File: config.mk
export PLATFORM = sky130hd
export DESIGN_NAME = fp_alu
export DESIGN_NICKNAME = d
export VERILOG_FILES = /design/src/rtl/fp_types_pkg.sv /design/src/rtl/alu_op_pkg.sv /design/src/rtl/fp_pipe_if.sv /design/src/rtl/fp_unpack.sv /design/src/rtl/fp_arith.sv /design/src/rtl/fp_normalize.sv /design/src/rtl/fp_pack.sv /design/src/rtl/fp_alu.sv
export VERILOG_INCLUDE_DIRS = /design/src /design/src/rtl
export SDC_FILE = /design/constraint.sdc
export NUM_CORES = 2
export LEC_CHECK = 0
export ABC_AREA = 1
export BUFFER_PORTS_ARGS = -buffer_cell sky130_fd_sc_hd__buf_2
export CORE_AREA = 2 2 460 279
export CTS_BUF_LIST = sky130_fd_sc_hd__clkbuf_8
export DETAILED_ROUTE_END_ITERATION = 16
export DIE_AREA = 0 0 462 281
export GPL_ROUTABILITY_DRIVEN = 0
export PLACE_DENSITY_LB_ADDON = 0.08
export SLEW_MARGIN = 10
export SYNTH_ARGS = -nofsm -noshare
export SYNTH_HDL_FRONTEND = slang
export SYNTH_HIERARCHICAL = 1
export SYNTH_SLANG_ARGS = --single-unit
File: constraint.sdc
create_clock -name clk -period 7.46 [get_ports clk]
set_input_delay 1.492 -clock clk [delete_from_list [all_inputs] [get_ports clk]]
set_output_delay 1.492 -clock clk [all_outputs]
set_load 0.005 [all_outputs]
File: src/rtl/fp_defs.svh
`ifndef FP_DEFS_SVH
`define FP_DEFS_SVH

// Single-precision field layout
`define FP_EXP_W    8
`define FP_FRAC_W   23
`define FP_SIG_W    24

// Exponent encoding
`define FP_EXP_BIAS 127
`define FP_EXP_INF  255

`endif

File: src/rtl/fp_types_pkg.sv
`default_nettype none

`include "fp_defs.svh"

package fp_types_pkg;

    typedef logic [`FP_EXP_W-1:0] fp_exp_t;

    // Significand with the hidden one
    typedef logic [`FP_SIG_W-1:0] fp_sig_t;

    // Aligned sum, top bit is the carry
    typedef logic [`FP_SIG_W:0] fp_sum_t;

    typedef logic [2*`FP_SIG_W-1:0] fp_prod_t;

    typedef struct packed {
        logic                  sign;
        fp_exp_t               exp;
        logic [`FP_FRAC_W-1:0] frac;
    } fp32_t;

endpackage

`default_nettype wire

File: src/rtl/alu_op_pkg.sv
`default_nettype none

package alu_op_pkg;

    typedef enum logic [2:0] {
        FADD = 3'd0,
        FSUB = 3'd1,
        FMUL = 3'd2,
        FNEG = 3'd3,
        FABS = 3'd4,
        FEQ  = 3'd5,
        FSLT = 3'd6
    } alu_op_e;

endpackage

`default_nettype wire

File: src/rtl/fp_pipe_if.sv
`timescale 1ns/1ps
`default_nettype none

// Unpack to arithmetic
interface align_if;
    import fp_types_pkg::*;
    import alu_op_pkg::*;

    alu_op_e op;
    fp32_t   op_a;
    fp32_t   op_b;
    logic    sign_a;
    logic    sign_b;
    fp_sig_t sig_a;
    fp_sig_t sig_b;
    fp_exp_t exp_diff;
    logic    a_larger;
    fp_exp_t aligned_exp;
    logic    item_valid;

    modport source (output op, op_a, op_b, sign_a, sign_b, sig_a, sig_b,
                    exp_diff, a_larger, aligned_exp, item_valid);
    modport sink   (input op, op_a, op_b, sign_a, sign_b, sig_a, sig_b,
                    exp_diff, a_larger, aligned_exp, item_valid);
endinterface

// Arithmetic to normalize
interface arith_if;
    import fp_types_pkg::*;
    import alu_op_pkg::*;

    alu_op_e  op;
    fp32_t    op_a;
    fp32_t    op_b;
    fp_sum_t  sum;
    fp_prod_t product;
    fp_exp_t  res_exp;
    logic     res_sign;
    logic     item_valid;

    modport source (output op, op_a, op_b, sum, product, res_exp, res_sign, item_valid);
    modport sink   (input op, op_a, op_b, sum, product, res_exp, res_sign, item_valid);
endinterface

// Normalize to pack
interface norm_if;
    import fp_types_pkg::*;
    import alu_op_pkg::*;

    alu_op_e op;
    fp32_t   op_a;
    fp32_t   op_b;
    fp_sig_t norm_sig;
    fp_exp_t norm_exp;
    logic    norm_sign;
    logic    round_up;
    logic    item_valid;

    modport source (output op, op_a, op_b, norm_sig, norm_exp, norm_sign, round_up, item_valid);
    modport sink   (input op, op_a, op_b, norm_sig, norm_exp, norm_sign, round_up, item_valid);
endinterface

`default_nettype wire

File: src/rtl/fp_unpack.sv
`timescale 1ns/1ps
`default_nettype none

module fp_unpack (
    input  logic                clk,
    input  logic                rst,
    input  logic                enable,
    input  fp_types_pkg::fp32_t op_a,
    input  fp_types_pkg::fp32_t op_b,
    input  alu_op_pkg::alu_op_e instruction,
    align_if.source             dn
);
    import fp_types_pkg::*;
    import alu_op_pkg::*;

    alu_op_e op_q;
    logic    valid_q;
    fp32_t   a_q;
    fp32_t   b_q;

    always_ff @(posedge clk) begin
        if (rst) begin
            op_q    <= FADD;
            valid_q <= 1'b0;
        end else if (enable) begin
            op_q    <= instruction;
            valid_q <= 1'b1;
        end
    end

    always_ff @(posedge clk) begin
        if (enable) begin
            a_q <= op_a;
            b_q <= op_b;
        end
    end

    always_comb begin
        dn.op         = op_q;
        dn.op_a       = a_q;
        dn.op_b       = b_q;
        dn.item_valid = valid_q;
        dn.sign_a     = a_q.sign;
        // Subtract is an add with op_b negated
        dn.sign_b     = (op_q == FSUB) ? ~b_q.sign : b_q.sign;
        dn.sig_a      = {1'b1, a_q.frac};
        dn.sig_b      = {1'b1, b_q.frac};

        if (a_q.exp >= b_q.exp) begin
            dn.exp_diff    = a_q.exp - b_q.exp;
            dn.aligned_exp = a_q.exp;
            dn.a_larger    = 1'b1;
        end else begin
            dn.exp_diff    = b_q.exp - a_q.exp;
            dn.aligned_exp = b_q.exp;
            dn.a_larger    = 1'b0;
        end
    end

endmodule

`default_nettype wire

File: src/rtl/fp_arith.sv
`timescale 1ns/1ps
`default_nettype none

`include "fp_defs.svh"

module fp_arith (
    input  logic     clk,
    input  logic     rst,
    input  logic     enable,
    align_if.sink    up,
    arith_if.source  dn
);
    import fp_types_pkg::*;
    import alu_op_pkg::*;

    alu_op_e op_q;
    logic    valid_q;
    fp32_t   a_q;
    fp32_t   b_q;
    logic    sign_a_q;
    logic    sign_b_q;
    fp_sig_t sig_a_q;
    fp_sig_t sig_b_q;
    fp_exp_t exp_diff_q;
    logic    a_larger_q;
    fp_exp_t aligned_exp_q;
    fp_sum_t ext_a;
    fp_sum_t ext_b;

    always_ff @(posedge clk) begin
        if (rst) begin
            op_q    <= FADD;
            valid_q <= 1'b0;
        end else if (enable) begin
            op_q    <= up.op;
            valid_q <= up.item_valid;
        end
    end

    always_ff @(posedge clk) begin
        if (enable) begin
            a_q           <= up.op_a;
            b_q           <= up.op_b;
            sign_a_q      <= up.sign_a;
            sign_b_q      <= up.sign_b;
            sig_a_q       <= up.sig_a;
            sig_b_q       <= up.sig_b;
            exp_diff_q    <= up.exp_diff;
            a_larger_q    <= up.a_larger;
            aligned_exp_q <= up.aligned_exp;
        end
    end

    // ==================================================
    // Significand add/subtract and multiply
    // ==================================================
    always_comb begin
        ext_a = {1'b0, sig_a_q};
        ext_b = {1'b0, sig_b_q};
        // Bits shifted out of the smaller operand are dropped
        if (a_larger_q) begin
            ext_b = ext_b >> exp_diff_q;
        end else begin
            ext_a = ext_a >> exp_diff_q;
        end

        dn.op         = op_q;
        dn.op_a       = a_q;
        dn.op_b       = b_q;
        dn.item_valid = valid_q;
        dn.sum        = '0;
        dn.product    = '0;
        dn.res_exp    = '0;
        dn.res_sign   = 1'b0;

        case (op_q)
            FADD, FSUB: begin
                dn.res_exp = aligned_exp_q;
                if (sign_a_q == sign_b_q) begin
                    dn.sum      = ext_a + ext_b;
                    dn.res_sign = sign_a_q;
                end else if (ext_a >= ext_b) begin
                    dn.sum      = ext_a - ext_b;
                    dn.res_sign = sign_a_q;
                end else begin
                    dn.sum      = ext_b - ext_a;
                    dn.res_sign = sign_b_q;
                end
            end
            FMUL: begin
                dn.product  = sig_a_q * sig_b_q;
                dn.res_exp  = a_q.exp + b_q.exp - fp_exp_t'(`FP_EXP_BIAS);
                dn.res_sign = sign_a_q ^ sign_b_q;
            end
            default: begin
                dn.sum = '0;
            end
        endcase
    end

endmodule

`default_nettype wire

File: src/rtl/fp_normalize.sv
`timescale 1ns/1ps
`default_nettype none

`include "fp_defs.svh"

module fp_normalize (
    input  logic     clk,
    input  logic     rst,
    input  logic     enable,
    arith_if.sink    up,
    norm_if.source   dn
);
    import fp_types_pkg::*;
    import alu_op_pkg::*;

    alu_op_e    op_q;
    logic       valid_q;
    fp32_t      a_q;
    fp32_t      b_q;
    fp_sum_t    sum_q;
    fp_prod_t   prod_q;
    fp_exp_t    exp_q;
    logic       sign_q;
    logic [4:0] lead_shift;
    fp_sum_t    shifted;
    logic       guard;
    logic       round_bit;
    logic       sticky;

    always_ff @(posedge clk) begin
        if (rst) begin
            op_q    <= FADD;
            valid_q <= 1'b0;
        end else if (enable) begin
            op_q    <= up.op;
            valid_q <= up.item_valid;
        end
    end

    always_ff @(posedge clk) begin
        if (enable) begin
            a_q    <= up.op_a;
            b_q    <= up.op_b;
            sum_q  <= up.sum;
            prod_q <= up.product;
            exp_q  <= up.res_exp;
            sign_q <= up.res_sign;
        end
    end

    // Leading-one search, the highest set bit wins
    always_comb begin
        lead_shift = '0;
        for (int i = 0; i < `FP_SIG_W; i++) begin
            if (sum_q[i]) begin
                lead_shift = 5'(`FP_SIG_W - 1 - i);
            end
        end
        shifted = sum_q << lead_shift;
    end

    always_comb begin
        dn.op         = op_q;
        dn.op_a       = a_q;
        dn.op_b       = b_q;
        dn.item_valid = valid_q;
        dn.norm_sig   = '0;
        dn.norm_exp   = '0;
        dn.norm_sign  = 1'b0;
        guard         = 1'b0;
        round_bit     = 1'b0;
        sticky        = 1'b0;

        case (op_q)
            FADD, FSUB: begin
                if (sum_q[`FP_SIG_W]) begin
                    // Carry out, one step right
                    dn.norm_sig  = sum_q[`FP_SIG_W:1];
                    dn.norm_exp  = exp_q + 1'b1;
                    dn.norm_sign = sign_q;
                end else if (sum_q != '0 && fp_exp_t'(lead_shift) <= exp_q) begin
                    dn.norm_sig  = shifted[`FP_SIG_W-1:0];
                    dn.norm_exp  = exp_q - fp_exp_t'(lead_shift);
                    dn.norm_sign = sign_q;
                end
                // Zero sum and underflow leave +0
            end
            FMUL: begin
                dn.norm_sign = sign_q;
                if (prod_q[47]) begin
                    dn.norm_sig = prod_q[47:24];
                    dn.norm_exp = exp_q + 1'b1;
                    guard       = prod_q[23];
                    round_bit   = prod_q[22];
                    sticky      = |prod_q[21:0];
                end else begin
                    dn.norm_sig = prod_q[46:23];
                    dn.norm_exp = exp_q;
                    guard       = prod_q[22];
                    round_bit   = prod_q[21];
                    sticky      = |prod_q[20:0];
                end
            end
            default: begin
                dn.norm_sign = 1'b0;
            end
        endcase

        // Round to nearest even, only multiply sets guard
        dn.round_up = guard & (round_bit | sticky | dn.norm_sig[0]);
    end

endmodule

`default_nettype wire

File: src/rtl/fp_pack.sv
`timescale 1ns/1ps
`default_nettype none

`include "fp_defs.svh"

module fp_pack (
    input  logic                clk,
    input  logic                rst,
    input  logic                enable,
    norm_if.sink                up,
    output fp_types_pkg::fp32_t result,
    output logic                valid
);
    import fp_types_pkg::*;
    import alu_op_pkg::*;

    alu_op_e                           op_q;
    logic                              valid_q;
    fp32_t                             a_q;
    fp32_t                             b_q;
    fp_sig_t                           sig_q;
    fp_exp_t                           exp_q;
    logic                              sign_q;
    logic                              round_up_q;
    fp_sum_t                           rounded;
    logic [`FP_EXP_W:0]                exp_r;
    logic [`FP_EXP_W+`FP_FRAC_W-1:0]   mag_a;
    logic [`FP_EXP_W+`FP_FRAC_W-1:0]   mag_b;
    logic                              a_less;
    logic                              a_equal;

    always_ff @(posedge clk) begin
        if (rst) begin
            op_q       <= FADD;
            valid_q    <= 1'b0;
            a_q        <= '0;
            b_q        <= '0;
            sig_q      <= '0;
            exp_q      <= '0;
            sign_q     <= 1'b0;
            round_up_q <= 1'b0;
        end else if (enable) begin
            op_q       <= up.op;
            valid_q    <= up.item_valid;
            a_q        <= up.op_a;
            b_q        <= up.op_b;
            sig_q      <= up.norm_sig;
            exp_q      <= up.norm_exp;
            sign_q     <= up.norm_sign;
            round_up_q <= up.round_up;
        end
    end

    // ==================================================
    // Rounding and comparison
    // ==================================================
    always_comb begin
        rounded = {1'b0, sig_q} + fp_sum_t'(round_up_q);
        // Rounding carry bumps the exponent
        exp_r   = {1'b0, exp_q} + {{`FP_EXP_W{1'b0}}, rounded[`FP_SIG_W]};

        mag_a   = {a_q.exp, a_q.frac};
        mag_b   = {b_q.exp, b_q.frac};
        a_equal = (mag_a == '0 && mag_b == '0) || (a_q == b_q);

        if (mag_a == '0 && mag_b == '0) begin
            a_less = 1'b0;
        end else if (a_q.sign != b_q.sign) begin
            a_less = a_q.sign;
        end else if (a_q.sign) begin
            // Both negative, larger magnitude is smaller
            a_less = mag_a > mag_b;
        end else begin
            a_less = mag_a < mag_b;
        end
    end

    always_comb begin
        result = '0;
        case (op_q)
            FADD, FSUB, FMUL: begin
                result.sign = sign_q;
                if (exp_r >= `FP_EXP_INF) begin
                    result.exp = '1;
                end else if (exp_r != '0) begin
                    result.exp  = exp_r[`FP_EXP_W-1:0];
                    result.frac = rounded[`FP_SIG_W] ? rounded[`FP_SIG_W-1:1]
                                                     : rounded[`FP_FRAC_W-1:0];
                end
            end
            FNEG: begin
                result      = a_q;
                result.sign = ~a_q.sign;
            end
            FABS: begin
                result      = a_q;
                result.sign = 1'b0;
            end
            FEQ: begin
                result = fp32_t'({31'd0, a_equal});
            end
            FSLT: begin
                result = fp32_t'({31'd0, a_less});
            end
            default: begin
                result = '0;
            end
        endcase
    end

    assign valid = valid_q;

endmodule

`default_nettype wire

File: src/rtl/fp_alu.sv
`timescale 1ns/1ps
`default_nettype none

module fp_alu (
    input  logic                clk,
    input  logic                rst,
    input  logic                enable,
    input  fp_types_pkg::fp32_t op_a,
    input  fp_types_pkg::fp32_t op_b,
    input  alu_op_pkg::alu_op_e instruction,
    output fp_types_pkg::fp32_t result,
    output logic                valid
);

    // Stage-to-stage bundles
    align_if i_align_if ();
    arith_if i_arith_if ();
    norm_if  i_norm_if ();

    fp_unpack i_fp_unpack (
        .clk         (clk),
        .rst         (rst),
        .enable      (enable),
        .op_a        (op_a),
        .op_b        (op_b),
        .instruction (instruction),
        .dn          (i_align_if.source)
    );

    fp_arith i_fp_arith (
        .clk    (clk),
        .rst    (rst),
        .enable (enable),
        .up     (i_align_if.sink),
        .dn     (i_arith_if.source)
    );

    fp_normalize i_fp_normalize (
        .clk    (clk),
        .rst    (rst),
        .enable (enable),
        .up     (i_arith_if.sink),
        .dn     (i_norm_if.source)
    );

    fp_pack i_fp_pack (
        .clk    (clk),
        .rst    (rst),
        .enable (enable),
        .up     (i_norm_if.sink),
        .result (result),
        .valid  (valid)
    );

endmodule

`default_nettype wire

* After elaboration in Yosys (flattened, before gate mapping)
Cells that the tools add are included.
** Storage, ports and cells
- Input port bits :: 70
- Bits in registers :: 406
- Logic and storage cells :: 161
- Output and inout bits :: 33
** Cells by class
- Add/subtract/negate cells :: 11
- Reduce and logical (&&, ||, !) cells :: 15
- Bitwise logic cells :: 6
- Muxes and demuxes :: 61
- Shift-type cells :: 3
- $mul :: 1
- Equality and inequality tests :: 14
- $lt $le $gt $ge :: 6
** Operators with widths (number)
- $pmux 32 s5 :: 1
- $mux 5 :: 24
- $mux 25 :: 4
- $mux 24 :: 3
- $logic_not 31->1 :: 2
- $shr 24x8->25 :: 2
- $sub 25x25->25 :: 2
- $mul 24x24->48 :: 1
- $mux 8 :: 6
- $pmux 24 s2 :: 1
- $mux 23 :: 2
- $eq 32x32->1 :: 1
- $pmux 8 s2 :: 2
- $gt 31x31->1 :: 1
- $lt 31x31->1 :: 1
- $mux 31 :: 1
- $add 24x1->25 :: 1
- $add 25x25->25 :: 1
- $ge 25x25->1 :: 1
- $reduce_bool 25->1 :: 1
- $shl 25x5->24 :: 1
- $reduce_or 22->1 :: 1
- $reduce_or 21->1 :: 1
- $sub 8x8->8 :: 2
- other kinds (25) :: 54

* Depth between registers and ports, before layout
- Word-level depth :: 31
- Gate-level depth with buffers :: 41

* Modules after synthesis
Netlist, hierarchy kept.
** By module, submodules not included
- fp_arith :: cells each 4698, area each 32932.8 um^2, instances 1, seq. area each 4013.8 um^2
- fp_normalize :: cells each 788, area each 7457.2 um^2, instances 1, seq. area each 4464.3 um^2
- fp_pack :: cells each 932, area each 6130.9 um^2, instances 1, seq. area each 2042.0 um^2
- fp_unpack :: cells each 314, area each 3487.1 um^2, instances 1, seq. area each 2001.9 um^2

* Worst setup path after synthesis
OpenSTA, ideal clock, no wires.
- Kind :: register to register
- Start point :: reg i_fp_arith.sig_b_q[5]
- End point :: reg i_fp_normalize.prod_q[33], data pin
- Period minus slack after synthesis :: 6271 ps
- Arrival :: 6017 ps
- Library setup time :: 255 ps
- Cell stages (with the launch flop) :: 28
- Data required time :: 7205 ps
- Buffers on the path :: 2
- Setup slack :: 1189 ps
- Cells stage by stage :: edfxtp_1 clkbuf_1 clkbuf_1 nand2_1 fa_1 inv_1 fa_1 inv_1 fa_1 inv_1 fa_1 inv_1 fa_1 inv_1 fa_1 inv_1 fa_1 inv_1 ha_1 nand2_1 nor2_1 nand2_1 o21ai_0 nand2_1 nand2_1 nand2_1 a21oi_1 nor2_1
** On the way
- Cells in the longest elaborated chain, start to end :: 1
** RTL lines
- start: declaration :: RTL line fp_arith.sv:23 : fp_sig_t sig_b_q;
- start signal: assignment :: RTL line fp_arith.sv:47 : sig_b_q <= up.sig_b;
- $mul 24x24->48 :: RTL line fp_arith.sv:91 : dn.product = sig_a_q * sig_b_q;
- end signal: assignment :: RTL line fp_normalize.sv:45 : prod_q <= up.product;
- end: declaration :: RTL line fp_normalize.sv:21 : fp_prod_t prod_q;
No other way between the ends.
A chain may end at the register's enable or synchronous reset.

* Final worst setup path
- Start point :: reg i_fp_arith.sig_b_q[15]
- End point :: reg i_fp_normalize.prod_q[30], data pin
The elaborated chain is that of the path after synthesis.

==> run summary <==
worst reg2reg path startpoint: i_fp_arith/sig_b_q[15]
DPL Wire Length: 144.6 mm
syn_area_per_cell: 7.428 sq um
Routed WL per cell: 21.17 um
Post-Route Skew: 0.05861 ns
CTS tree: built
Worst slew margin: 0.2718
initial antenna violation count: 16
Detailed Routing Iterations Pass 1: 7
DP Area: 52,190 sq um
clk root buf: clkbuf_8
vias after detailed routing: 43,510
Cell Area, Synth: 50,010 sq um
WP data required: 7.94 ns
r2r setup slk: 0.31 ns
Top Ports: 103
critical path class: register to register
Reg-to-Reg End: i_fp_normalize/prod_q[30]
layout cells sized above 1: 0.07407
core area: 125,700 sq um
global-route wire length before repair: 269.4 mm
Main synth FF type: edfxtp_1
synthesis-stage register bit count: 455
Post-Synth XOR/XNOR Area: 0.01173
Area growth, synth to finish: 8.114%
Seq/Total Area, Yosys: 0.2504
vias per cell: 5.112
yosys warns: 6
cts bufs inserted: 81
setup_tns: 0 ns
Initial Utilization: 0.3977
die width: 462 um
Synth Area in Compound Gates: 0.08785
worst slew pin tran: 1.092 ns
Core Rows: 101
adder-cell share of the synthesized area: 0.2746
net count reported at finish: 7,611
fill count: 13,070
post-CTS setup buffer count: 0
post-synthesis mux area share: 0.0008006
hold path cells: 0
GRT Residual Overflow: 0
outcome: finished clean
Worst-path clk slew: 0.06 ns
Final Hold Fails: 0
Post-synth EDFFs: 341
Max FO, Critical Path: 14
R2R depth: 20
PortBufs: 102
Synth area leaders: edfxtp_1, fa_1, nand2_1
hold crit path type: register to register
Yosys top cell area share: 0.2048
largest net degree at the start of global routing: 85
Async SR Flop Fraction: 0
H-tree depth: 3
clock period minus worst slack: 7.150 ns
final std cell area, no fill: 54,070 sq um
vias in the first global route: 41,290
RSZ-0062 raised after global routing: false
Max Clock Freq: 0.1399 GHz
fin crit share: 0.9585
Max Cap Viol: 0
Die H: 281 um
largest family of logic cells by synthesized area: adder cells
DIE AREA: 129,800 sq um
Startpoint Class: register
Sink Count: 455
Synth Area in Simple Gates: 0.2381
hold_sp: i_fp_arith/dn.op_b[11]
Clock Latency Late Sink: 0.79 ns
fin util: 0.4300
Final ANT Viol Nets: 0
Gates resized, CTS repair: 0
gr usage total: 0.2793
Worst EP arrival: 7.63 ns
hold worst-path end: i_fp_normalize/dn.op_b[11]
Mapped Cells: 6,732
Setup-failing EPs final: 0
Synth area leader: edfxtp_1
Worst setup EP type: register
Slew Viols, Final: 0
Initial DRC Count: 4,716
number of distinct library cells after synthesis: 63
Routed Wire Length: 180.2 mm
CTS Buffer Depth: 3
CTS hold repair buffers: 0
DRC viols: 0
cell usage after synthesis, types with 6 or more instances:
master,n
nand2_1,1975
inv_1,1322
fa_1,489
nor2_1,434
edfxtp_1,341
nand3_1,341
a21oi_1,322
ha_1,315
o21ai_0,229
clkbuf_1,228
dfxtp_1,114
buf_4,71
a211oi_1,62
xor2_1,52
nand4_1,41
o21ai_1,35
o211ai_1,34
nor3_1,26
buf_2,25
buf_1,19
inv_2,19
o21a_1,18
nor2_2,17
nand2_2,16
nor2_4,16
o21bai_1,16
xnor2_1,15
o21ai_2,14
o22ai_1,13
nor4_1,12
buf_6,11
nand3_2,10
clkinv_1,9
or2_2,8
a21boi_0,6
worst max-delay path, cell delays in order (launching register included):
cell,delay (ns)
edfxtp_1,0.94
buf_4,0.36
nand2_1,0.09
fa_1,0.50
inv_1,0.06
fa_1,0.44
fa_1,0.57
fa_1,0.44
fa_1,0.52
fa_1,0.56
inv_1,0.06
fa_1,0.55
inv_1,0.06
ha_1,0.38
a21oi_1,0.22
o21ai_0,0.14
a21oi_1,0.38
o21bai_1,0.13
a21oi_1,0.16
xor2_1,0.20
nor2_1,0.05
area by class of cell:
| cell class | count | area, sq um | share of cell area |
|---|---|---|---|
| Sequential cell | 455 | 12520 | 0.2316 |
| Clock inverter | 67 | 525.5 | 0.009720 |
| Clock buffer | 83 | 1142 | 0.02113 |
| Timing Repair Buffer | 277 | 1974 | 0.03652 |
| Inverter | 1353 | 5087 | 0.09410 |
| Tap cell | 1699 | 2126 | 0.03932 |
| Antenna cell | 8 | 20.02 | 0.0003703 |
| Multi-Input combinational cell | 4569 | 30670 | 0.5672 |
metal layers:
layer,wire length (um),global-route usage,share of wire,up-vias
li1,-,-,-,20710
met2,67730,0.3595,0.38,1899
met4,2729,0.05028,0.015,8
met1,89310,0.4449,0.50,20720
met3,20200,0.08928,0.11,166
met5,196,0,0.0011,-
logic make-up after synthesis:
group / count (synthesis)
mux: 4
fa+ha+maj: 804
other cells: 1
simple gates: 2913
xor+xnor: 67
compound gates: 779
flops: 455
buf+inv: 1709
how the worst max path moves through the flow:
| stage | start | end | slack [ns] | cells after the start |
|---|---|---|---|---|
| after floorplan | i_fp_arith/sig_b_q[5] | i_fp_normalize/prod_q[33] | 1.19 | 27 |
| after global placement | i_fp_arith/sig_a_q[23] | i_fp_normalize/prod_q[39] | 0.17 | 21 |
| after detailed placement | i_fp_arith/sig_a_q[23] | i_fp_normalize/prod_q[39] | 0.28 | 21 |
| after CTS | i_fp_arith/sig_b_q[10] | i_fp_normalize/prod_q[39] | 0.20 | 22 |
| after global routing | i_fp_arith/sig_b_q[15] | i_fp_normalize/prod_q[30] | 0.02 | 20 |
| final | i_fp_arith/sig_b_q[15] | i_fp_normalize/prod_q[30] | 0.31 | 20 |
stage by stage:
step / hold WS, ns / setup WS, ns / cells
floorplan: 0.4003 / 1.189 / 6733
global placement: 0.4015 / 0.1692 / 8336
detailed placement: 0.4045 / 0.2810 / 8336
CTS: 0.3999 / 0.2006 / 8486
global route: 0.4216 / 0.01932 / 8504
finish: 0.4012 / 0.3099 / 8511
flip-flops by register name, indices dropped and copies added, names as in the netlist, 25 cells and up:
name                    cells
i_fp_normalize/prod_q      48
i_fp_arith/dn.op_a         32
i_fp_arith/dn.op_b         32
i_fp_normalize/dn.op_a     32
i_fp_normalize/dn.op_b     32
i_fp_pack/a_q              32
i_fp_pack/b_q              32
i_fp_unpack/dn.op_b        32
i_fp_unpack/dn.op_a        31
i_fp_normalize/sum_q       25
placed cells by master (no fill, tap or decap), types with 6 or more instances in the layout:
| cell | n |
|---|---|
| edfxtp_1 | 341 |
| nor2_4 | 16 |
| nand2_2 | 16 |
| buf_12 | 11 |
| a21boi_0 | 6 |
| nor3_1 | 26 |
| a211oi_1 | 62 |
| xnor2_1 | 15 |
| nor4_1 | 12 |
| o21a_1 | 18 |
| o211ai_1 | 34 |
| o21bai_1 | 16 |
| inv_1 | 1348 |
| buf_2 | 100 |
| dfxtp_1 | 114 |
| clkbuf_8 | 83 |
| ha_1 | 315 |
| or2_2 | 8 |
| nand4_1 | 41 |
| clkinv_1 | 21 |
| nand3_2 | 10 |
| buf_4 | 165 |
| bufinv_16 | 6 |
| nand2_1 | 1975 |
| o21ai_0 | 229 |
| inv_2 | 19 |
| xor2_1 | 52 |
| fa_1 | 489 |
| nor2_2 | 18 |
| nor2_1 | 433 |
| clkinv_2 | 12 |
| nand3_1 | 341 |
| a21oi_1 | 322 |
| o21ai_2 | 14 |
| o21ai_1 | 35 |
| o22ai_1 | 13 |
| diode_2 | 8 |
Power is not shown: default switching activity piles up to over one toggle a cycle in this logic, so the estimate is an artifact.
